==> src/hw/zx_cfg.svh <==
// Bus core constants for the 128K host board
// Widths, port decodes, divider and speed-change settings
`ifndef ZX_CFG_SVH
`define ZX_CFG_SVH

// ====================
// Widths
`define ZX_ADDR_W       16
`define ZX_DATA_W       8
`define ZX_PHYS_W       18
`define ZX_OFFS_W       14
`define ZX_ROM_BIT      17

// ====================
// Speed control
`define ZX_SPEEDS       5
`define ZX_DIV_W        5
`define ZX_SETTLE_TICKS 3

// ====================
// Port decodes, 7FFD needs A15 and A1 low, ULA any even port
`define ZX_PAGE_MASK    16'h8002
`define ZX_PAGE_MATCH   16'h0000
`define ZX_ULA_MASK     16'h0001
`define ZX_ULA_MATCH    16'h0000
`define ZX_IO_RD_DATA   8'hFF

// Fixed banks in windows 1 and 2
`define ZX_WIN1_BANK    3'd5
`define ZX_WIN2_BANK    3'd2

`endif

==> src/hw/zx_pkg.sv <==
// Shared types of the bus core
// Vector widths, bus cycle, memory command, ULA state and sequencer states
`include "zx_cfg.svh"

package zx_pkg;

	typedef logic [`ZX_ADDR_W-1:0] cpu_addr_t;
	typedef logic [`ZX_DATA_W-1:0] byte_t;
	// Bit 17 selects ROM, then bank and offset
	typedef logic [`ZX_PHYS_W-1:0] phys_addr_t;
	// Code 0 is the slowest, 32 clocks per pulse
	typedef logic [2:0] speed_t;
	typedef logic [2:0] bank_t;

	typedef enum logic [1:0] {
		CYC_MEM_RD,
		CYC_MEM_WR,
		CYC_IO_RD,
		CYC_IO_WR
	} cycle_kind_t;

	// Request from the CPU side
	typedef struct packed {
		cycle_kind_t kind;
		cpu_addr_t   addr;
		byte_t       data;
	} bus_cycle_t;

	// Command to external memory
	typedef struct packed {
		phys_addr_t addr;
		logic       rd;
		logic       we;
		byte_t      din;
	} mem_cmd_t;

	typedef struct packed {
		logic [2:0] border;
		logic       ear;
		logic       mic;
	} ula_state_t;

	typedef enum logic [2:0] {
		S_IDLE,
		S_EXEC,
		S_MEMWAIT,
		S_ACK,
		S_SETTLE
	} seq_state_t;

endpackage

==> src/hw/zx_ce_divider.sv <==
// CPU clock-enable divider
// Free-running counter, pulse period of 32 clocks shifted right by the speed code
`timescale 1ns/100ps
`include "zx_cfg.svh"

module zx_ce_divider (
	input  logic            clk_sys,
	input  logic            reset,
	input  zx_pkg::speed_t  speed,
	output logic            ce
);

	logic [`ZX_DIV_W-1:0] cnt;
	logic [`ZX_DIV_W-1:0] mask;
	zx_pkg::speed_t       speed_eff;

	// Codes past the last one run at the fastest speed
	always_comb begin
		if (speed >= zx_pkg::speed_t'(`ZX_SPEEDS))
			speed_eff = zx_pkg::speed_t'(`ZX_SPEEDS - 1);
		else
			speed_eff = speed;
	end

	assign mask = {`ZX_DIV_W{1'b1}} >> speed_eff;

	always_ff @(posedge clk_sys) begin
		if (reset)
			cnt <= '0;
		else
			cnt <= cnt + 1'b1;
	end

	// One pulse each time the masked low bits wrap
	assign ce = ((cnt & mask) == '0);

endmodule

==> src/hw/zx_bus_fsm.sv <==
// Bus sequencer
// Four-phase handshake, memory wait and speed-change settle
`timescale 1ns/100ps
`include "zx_cfg.svh"

module zx_bus_fsm (
	input  logic               clk_sys,
	input  logic               reset,
	input  logic               bus_req,
	input  zx_pkg::bus_cycle_t bus_cycle,
	input  zx_pkg::speed_t     speed_sel,
	input  logic               ce,
	input  logic               ram_ready,
	input  zx_pkg::byte_t      ram_rdata,
	output zx_pkg::speed_t     active_speed,
	output logic               cpu_run,
	output logic               exec,
	output logic               mem_phase,
	output logic               bus_ack,
	output zx_pkg::byte_t      bus_rdata
);

	zx_pkg::seq_state_t state;
	logic [1:0]         settle_cnt;
	logic               is_mem;
	logic               settle_done;

	assign is_mem = (bus_cycle.kind == zx_pkg::CYC_MEM_RD) ||
		(bus_cycle.kind == zx_pkg::CYC_MEM_WR);

	assign settle_done = (settle_cnt == 2'(`ZX_SETTLE_TICKS));

	// ====================
	// State outputs
	assign exec      = (state == zx_pkg::S_EXEC);
	assign mem_phase = (exec && is_mem) || (state == zx_pkg::S_MEMWAIT);
	assign bus_ack   = (state == zx_pkg::S_ACK);

	// ====================
	// Sequencer
	always_ff @(posedge clk_sys) begin
		if (reset) begin
			state        <= zx_pkg::S_IDLE;
			settle_cnt   <= '0;
			active_speed <= '0;
			cpu_run      <= 1'b1;
		end else begin
			case (state)
				zx_pkg::S_IDLE: begin
					if (bus_req && cpu_run && ce) begin
						state <= zx_pkg::S_EXEC;
					end else if (!bus_req && (speed_sel != active_speed)) begin
						// Hold the CPU while the divider moves
						active_speed <= speed_sel;
						cpu_run      <= 1'b0;
						settle_cnt   <= '0;
						state        <= zx_pkg::S_SETTLE;
					end
				end
				zx_pkg::S_EXEC: begin
					if (!is_mem)
						state <= zx_pkg::S_ACK;
					else if (ram_ready)
						state <= zx_pkg::S_ACK;
					else
						state <= zx_pkg::S_MEMWAIT;
				end
				zx_pkg::S_MEMWAIT: begin
					if (ram_ready)
						state <= zx_pkg::S_ACK;
				end
				zx_pkg::S_ACK: begin
					// Ack held until the requester lets go
					if (!bus_req)
						state <= zx_pkg::S_IDLE;
				end
				zx_pkg::S_SETTLE: begin
					if (settle_done && ram_ready) begin
						cpu_run <= 1'b1;
						state   <= zx_pkg::S_IDLE;
					end else if (ce && !settle_done) begin
						settle_cnt <= settle_cnt + 1'b1;
					end
				end
				default: begin
					state <= zx_pkg::S_IDLE;
				end
			endcase
		end
	end

	// Read data, memory at ready, open bus on I/O reads
	always_ff @(posedge clk_sys) begin
		if (exec && (bus_cycle.kind == zx_pkg::CYC_IO_RD))
			bus_rdata <= `ZX_IO_RD_DATA;
		else if (mem_phase && ram_ready)
			bus_rdata <= ram_rdata;
	end

endmodule

==> src/hw/zx_mem_map.sv <==
// 128K paging register at 7FFD
// Maps CPU addresses to physical memory commands, no writes to ROM
`timescale 1ns/100ps
`include "zx_cfg.svh"

module zx_mem_map (
	input  logic               clk_sys,
	input  logic               reset,
	input  zx_pkg::bus_cycle_t bus_cycle,
	input  logic               exec,
	input  logic               mem_phase,
	output zx_pkg::mem_cmd_t   mem_cmd
);

	zx_pkg::bank_t      page_bank;
	logic               page_rom;
	logic               page_lock;
	logic               page_write;
	logic               win_rom;
	zx_pkg::bank_t      win_bank;
	zx_pkg::phys_addr_t phys;

	// ====================
	// Paging register
	assign page_write = exec && (bus_cycle.kind == zx_pkg::CYC_IO_WR) &&
		((bus_cycle.addr & `ZX_PAGE_MASK) == `ZX_PAGE_MATCH) && !page_lock;

	always_ff @(posedge clk_sys) begin
		if (reset) begin
			page_bank <= '0;
			page_rom  <= 1'b0;
			page_lock <= 1'b0;
		end else if (page_write) begin
			page_bank <= bus_cycle.data[2:0];
			page_rom  <= bus_cycle.data[4];
			// Lock stays until reset
			page_lock <= bus_cycle.data[5];
		end
	end

	// ====================
	// Window decode
	always_comb begin
		win_rom  = 1'b0;
		win_bank = page_bank;
		case (bus_cycle.addr[15:14])
			2'd0: begin
				win_rom  = 1'b1;
				win_bank = {2'b00, page_rom};
			end
			2'd1: win_bank = `ZX_WIN1_BANK;
			2'd2: win_bank = `ZX_WIN2_BANK;
			default: win_bank = page_bank;
		endcase
	end

	assign phys = {win_rom, win_bank, bus_cycle.addr[`ZX_OFFS_W-1:0]};

	assign mem_cmd.addr = phys;
	assign mem_cmd.rd   = mem_phase && (bus_cycle.kind == zx_pkg::CYC_MEM_RD);
	assign mem_cmd.we   = mem_phase && (bus_cycle.kind == zx_pkg::CYC_MEM_WR) &&
		!phys[`ZX_ROM_BIT];
	assign mem_cmd.din  = bus_cycle.data;

endmodule

==> src/hw/zx_ula_port.sv <==
// ULA output port
// Border colour, EAR and MIC latched on writes to even ports
`timescale 1ns/100ps
`include "zx_cfg.svh"

module zx_ula_port (
	input  logic               clk_sys,
	input  logic               reset,
	input  zx_pkg::bus_cycle_t bus_cycle,
	input  logic               exec,
	output zx_pkg::ula_state_t ula
);

	logic ula_write;

	assign ula_write = exec && (bus_cycle.kind == zx_pkg::CYC_IO_WR) &&
		((bus_cycle.addr & `ZX_ULA_MASK) == `ZX_ULA_MATCH);

	always_ff @(posedge clk_sys) begin
		if (reset) begin
			ula <= '0;
		end else if (ula_write) begin
			ula.border <= bus_cycle.data[2:0];
			// EAR on bit 4, MIC on bit 3
			ula.ear    <= bus_cycle.data[4];
			ula.mic    <= bus_cycle.data[3];
		end
	end

endmodule

==> src/hw/zx_bus_core.sv <==
// Bus core top level
// Divider, sequencer, memory map and ULA port
`timescale 1ns/100ps

module zx_bus_core (
	input  logic               clk_sys,
	input  logic               reset,
	input  logic               bus_req,
	input  zx_pkg::bus_cycle_t bus_cycle,
	output logic               bus_ack,
	output zx_pkg::byte_t      bus_rdata,
	input  zx_pkg::speed_t     speed_sel,
	output logic               cpu_ce,
	output logic               cpu_run,
	output zx_pkg::mem_cmd_t   mem_cmd,
	input  logic               ram_ready,
	input  zx_pkg::byte_t      ram_rdata,
	output zx_pkg::ula_state_t ula
);

	zx_pkg::speed_t active_speed;
	logic           exec;
	logic           mem_phase;

	zx_ce_divider u_ce_divider (
		.clk_sys (clk_sys),
		.reset   (reset),
		.speed   (active_speed),
		.ce      (cpu_ce)
	);

	zx_bus_fsm u_bus_fsm (
		.clk_sys      (clk_sys),
		.reset        (reset),
		.bus_req      (bus_req),
		.bus_cycle    (bus_cycle),
		.speed_sel    (speed_sel),
		.ce           (cpu_ce),
		.ram_ready    (ram_ready),
		.ram_rdata    (ram_rdata),
		.active_speed (active_speed),
		.cpu_run      (cpu_run),
		.exec         (exec),
		.mem_phase    (mem_phase),
		.bus_ack      (bus_ack),
		.bus_rdata    (bus_rdata)
	);

	zx_mem_map u_mem_map (
		.clk_sys   (clk_sys),
		.reset     (reset),
		.bus_cycle (bus_cycle),
		.exec      (exec),
		.mem_phase (mem_phase),
		.mem_cmd   (mem_cmd)
	);

	zx_ula_port u_ula_port (
		.clk_sys   (clk_sys),
		.reset     (reset),
		.bus_cycle (bus_cycle),
		.exec      (exec),
		.ula       (ula)
	);

endmodule

==> config.mk <==
export PLATFORM = sky130hd
export DESIGN_NAME = zx_bus_core
export DESIGN_NICKNAME = d
export VERILOG_FILES = /design/src/hw/zx_pkg.sv /design/src/hw/zx_ce_divider.sv /design/src/hw/zx_bus_fsm.sv /design/src/hw/zx_mem_map.sv /design/src/hw/zx_ula_port.sv /design/src/hw/zx_bus_core.sv
export VERILOG_INCLUDE_DIRS = /design/src /design/src/hw
export SDC_FILE = /design/constraint.sdc
export NUM_CORES = 1
export LEC_CHECK = 0
export BUFFER_PORTS_ARGS = -buffer_cell sky130_fd_sc_hd__buf_4
export CORE_UTILIZATION = 40
export DETAILED_ROUTE_END_ITERATION = 10
export PLACE_DENSITY = 0.69
export SYNTH_ARGS = -nofsm -noshare
export SYNTH_HDL_FRONTEND = slang
export SYNTH_SLANG_ARGS = --single-unit
==> constraint.sdc <==
create_clock -name clk_sys -period 4.6 [get_ports clk_sys]
set_input_delay 0 -clock clk_sys [delete_from_list [all_inputs] [get_ports clk_sys]]
set_output_delay 0 -clock clk_sys [all_outputs]
set_load 0.02 [all_outputs]
; Word level (Yosys, flattened, before mapping)
; Index checks and enable logic that the tools add are counted.
[word_totals]
regBits = 32
[classes]
add_sub_neg = 2
magnitude_cmp = 1
n_eq_ne = 19
n_shift = 1
mux = 20
bitwise_logic = 2
n_reduce_logical = 32
[op_table]
columns = cell, n
row1 = 16-bit logical NOT, 2
row2 = 3-bit 2-to-1 mux, 7
row3 = 1-bit logical AND, 15
row4 = 3-bit case mux with 5 select lines, 1
row5 = 3-bit case mux with 3 select lines, 1
row6 = 2-bit == test (second input constant), 4
row7 = 2-bit 2-to-1 mux, 4
row8 = 2-bit inequality test (second input constant), 4
row9 = 4-bit AND reduction, 2
row10 = 3-bit by 2-bit == test with 1-bit output (second input constant), 2
row11 = 2-bit by 1-bit inequality test with 1-bit output (second input constant), 3
row12 = 5-bit by 1-bit adder with 5-bit output (second input constant), 1
row13 = 5-bit bitwise AND, 1
row14 = 5-bit logical NOT, 1
row15 = 1-bit 2-to-1 mux, 5
row16 = 5-bit AND reduction, 1
row17 = 5-bit by 3-bit >> shifter with 5-bit output (first input constant), 1
row18 = 2-bit by 1-bit == test with 1-bit output (second input constant), 2
row19 = 1-bit logical NOT, 4
row20 = 2-bit logical NOT, 2
row21 = 2-bit case mux with 2 select lines, 1
row22 = 3-bit by 1-bit == test with 1-bit output (second input constant), 1
row23 = 3-bit == test (second input constant), 1
row24 = 3-bit greater-or-equal comparator (second input constant), 1
row25 = 9 further kinds, 10

; Logic depth before layout (Yosys ltp)
[logic_depth]
depth_word = 9
mapped_depth = 5
mapped_depth_nobuf = 5

; By module
; From an unflattened synthesis, not the netlist that was laid out.
[hier_totals]
hier_cells = 183
hier_area_um2 = 1697.9
[modules_own_cells]
columns = module, instances, cells_per_inst, area_each_um2, seq_area_each_um2
row1 = zx_bus_fsm, 1, 83, 804.5, 340.3
row2 = zx_mem_map, 1, 55, 451.7, 100.1
row3 = zx_ula_port, 1, 22, 234.0, 100.1
row4 = zx_ce_divider, 1, 23, 207.7, 100.1

; Worst setup path after synthesis
; No wires, ideal clock.
[synth_path]
path_kind = register -> register
start = reg u_bus_fsm.state[0]
end = reg u_bus_fsm.active_speed[0]
setup_time_ps = 128
arrival_ps = 1383
path_slack_ps = 3089
stages_incl_launch_ff = 5
n_path_buf = 0
cell_sequence = dfxtp_1 > or3_4 > a311oi_4 > mux2i_1 > nor2_1
[synth_via]
elab_chain_len = 2
[synth_lines]
columns = item, line
row1 = "start, declared", zx_bus_fsm.sv:23  ; zx_pkg::seq_state_t state;
row2 = "start signal, assigned", zx_bus_fsm.sv:43  ; state <= zx_pkg::S_IDLE;
row3 = "start signal, assigned", zx_bus_fsm.sv:51  ; state <= zx_pkg::S_EXEC;
row4 = "start signal, assigned", zx_bus_fsm.sv:57  ; state <= zx_pkg::S_SETTLE;
row5 = 3-bit logical NOT, zx_bus_fsm.sv:48  ; case (state)
row6 = 3-bit AND reduction (no source line), -
row7 = "end signal, assigned", zx_bus_fsm.sv:54  ; active_speed <= speed_sel;
row8 = "end, declared", zx_bus_fsm.sv:15  ; output zx_pkg::speed_t active_speed,
; Every way passes these cells.
; A chain may end at the register's enable or synchronous reset.

==> impl_metrics.yaml <==
run_status:
  status: "complete, no violations"
finish:
  final_cells: 291
  mostFrequentLayoutCells: "56 x buf_4, 32 x dfxtp_1, 26 x nor2_1"
  final_nets: 283
  area_growth_pct: 32.36
  layout-drive-gt1-share: 0.2905
  n_antenna_cell: 0
  seq_area_um2: 640.6
  fin_area_um2: 2221
  multi_input_area_um2: 820.8
  final_common_cell: "buf_4"
  fillerInstances: 349
floorplan:
  io_pins: 85
  die_area_um2: 4458
  rows: 23
  chipHeight_um: 66.77
  initial_utilization: 0.4195
  die_w_um: 66.77
  core_area_um2: 4000
cts:
  cts_tree: "done"
  clock_path_buffers: 2
  cts_setup_buffers: 0
  clk_pin_slew_worst_paths_ns: 0.07
  root_buffer: "clkbuf_8"
  ctsHtreeMaxLevel: 2
  cts_sinks: 32
  cts_buffers: 5
  clkLatencyLatePin_ns: 0.27
power:
  p_sw_frac: 0.3541
  pwr-share-comb: 0.395
  p_per_area_nw_per_um2: 462.1
  power.total_mw: 1.026
  p_leak_nw: 1.056
  switchingPower_mw: 0.3634
  internal_power_mw: 0.6628
  seqPwrFrac: 0.389
  p_clk_frac: 0.216
  peakVddDrop_mv: 0.2913
synthesis:
  synth-seq-cells: 32
  synthCells: 189
  synth_cell_types: 40
  synth_nets: 232
  syn-cell-area_um2: 1678
  avgSynthCellArea_um2: 8.878
  synth_warnings: 0
  yosysSeqAreaShare: 0.3818
sta:
  setup_violations: 0
  finalHoldViolations: 0
  finalCritPeriodShare: 0.3566
  drv_slew: 0
  fmax_ghz: 0.6095
  finalSetupTns_ns: 0
  period_minus_slack_ns: 1.641
  max-slew-margin-rel: 0.5442
  rsz0062_at_grt: "no"
  clock_skew_ns: 0.003051
  worst_pin_slew_ns: 0.6778
setup_path:
  crit_path_start_kind: "flip-flop"
  path_class: "flip-flop to primary output"
  crit_required_ns: 4.60
  critPathArrivalTime_ns: 1.64
  crit_path_end_kind: "primary output"
  crit_fanout: 13
detailed_routing:
  drt-initial-drc-count: 60
  ant_nets: 0
  route.detailed.drc: 0
  drt_wl_total_mm: 3.418
  drtPass1Iterations: 4
  dr_total_vias: 1411
  vias_per_cell: 4.849
  wl_per_cell_um: 11.75
placed_design:
  port_buffers: 56
  place_area_um2: 1967
  hpwl_mm: 2.370
  gp_congestion: 0.8368
  place_inst: 267
job:
  cap_violations: 0
grt:
  grt_usage: 0.1529
  grt_overflow_total: 0
  grt_max_degree: 26
  grt_pass1_wl_mm: 5.209
  antenna_found_initial: 0
  grt_pass1_vias: 1238
hold_path:
  hold_path.class: "input port to primary output"
[cells in the mapped netlist, drive strengths merged]
master / number / area [µm²]
dfxtp: 32 / 640.6
buf: 26 / 186.4
nor2: 26 / 97.59
mux2i: 20 / 200.2
nand2: 16 / 60.06
inv: 6 / 22.52
o21ai: 6 / 33.78
nand3: 5 / 25.02
nor2b: 5 / 31.28
nor3b: 4 / 30.03
xnor2: 4 / 35.03
a21oi: 3 / 15.01
a31oi: 3 / 18.77
nor3: 3 / 15.01
o21bai: 3 / 22.52
a21boi: 2 / 15.01
a31o: 2 / 17.52
clkbuf: 2 / 7.510
ha: 2 / 25.02
or3: 2 / 17.52
xor2: 2 / 17.52
a211o: 1 / 8.760
a211oi: 1 / 7.510
a21o: 1 / 7.510
a311oi: 1 / 26.28
a41oi: 1 / 8.760
and2: 1 / 6.260
and4b: 1 / 10.01
and4bb: 1 / 12.51
nand2b: 1 / 6.260
nand3b: 1 / 7.510
nand4b: 1 / 8.760
nor4b: 1 / 8.760
o211ai: 1 / 7.510
o31ai: 1 / 7.510
or4b: 1 / 10.01
[worst max-delay path, cell delays in order (launching register included)]
cell	delay, ns
dfxtp_1	0.53
nor2b_1	0.25
o21bai_1	0.14
nor4b_1	0.25
buf_4	0.19
[cells by family after synthesis]
kind of cell               synth area share
AOI/OAI and AO/OA                    0.1171
DFF                                  0.3818
buffers and inverters                0.1290
muxes                                0.1193
xor gates and xnor gates            0.03132
and+or+nand+nor                      0.2066
adders and majority gates           0.01491
[timing repair]
action                                 in CTS  in global routing
gates resized for setup                     0                  0
endpoints found under the hold margin      19                  0
hold buffers                               16                  0
[registers in the layout, indices dropped and copies added (netlist names)]
| register | flops |
|---|---|
| u_mem_map.page_lock | 1 |
| u_bus_fsm.cpu_run | 1 |
| u_ce_divider.cnt | 5 |
| u_ula_port.ula | 5 |
| u_bus_fsm.active_speed | 3 |
| u_mem_map.page_rom | 1 |
| u_mem_map.page_bank | 3 |
| u_bus_fsm.state | 3 |
| u_bus_fsm.settle_cnt | 2 |
| u_bus_fsm.bus_rdata | 8 |
[power groups by stage]
stage / logic (mW) / clock network, mW / registers (mW)
2_1_floorplan: 0.253 / 0 / 0.435
3_3_place_gp: 0.393 / 0 / 0.401
3_5_place_dp: 0.395 / 0 / 0.404
4_1_cts: 0.407 / 0.229 / 0.398
5_1_grt: 0.444 / 0.239 / 0.409
6_report: 0.405 / 0.221 / 0.399
[worst paths after layout]
path	from	end	slack, ns	cells past startpoint
max	u_bus_fsm.state[1]$_SDFFE_PP0P_	mem_cmd[8]	2.96	4
min	bus_cycle[7]	mem_cmd[7]	0.000007	0
max reg2reg	u_bus_fsm.state[2]$_SDFFE_PP0P_	u_bus_fsm.active_speed[2]$_SDFFE_PP0P_	2.96	4
min reg2reg	u_bus_fsm.bus_rdata[3]$_SDFFE_PP1P_	u_bus_fsm.bus_rdata[3]$_SDFFE_PP1P_	0.48	2
[per-layer routing]
metal  track usage  share of wire  routed length, µm  vias to the layer above
met5             0              0                  0                        -
met4       0.05319         0.0097                 33                        0
met3       0.04966          0.073                249                        8
met2        0.2563           0.47               1603                       48
met1        0.1809           0.45               1532                      628
li1              -              -                  -                      727
[per-stage QoR]
| stage | hold slack, ns | utilization | setup WS (ns) |
|---|---|---|---|
| floorplan | 0.07161 | - | 3.089 |
| global placement | 0.0001367 | 0.4917 | 2.985 |
| detailed placement | 0.0001367 | 0.4917 | 2.975 |
| CTS | 0.0001367 | 0.5552 | 2.946 |
| global route | 0.00004785 | 0.5552 | 2.826 |
| finish | 0.000007254 | 0.5552 | 2.959 |
[cell type report]
class                   instances  area share
clock inverters                 1    0.003380
clock buffers                   7     0.03887
flip-flops and latches         32      0.2885
multi-input cells             123      0.3696
inverters                       6     0.01014
repair buffers                 72      0.2614
well taps                      50     0.02817
Note: power is estimated with default switching activity, not from simulation.
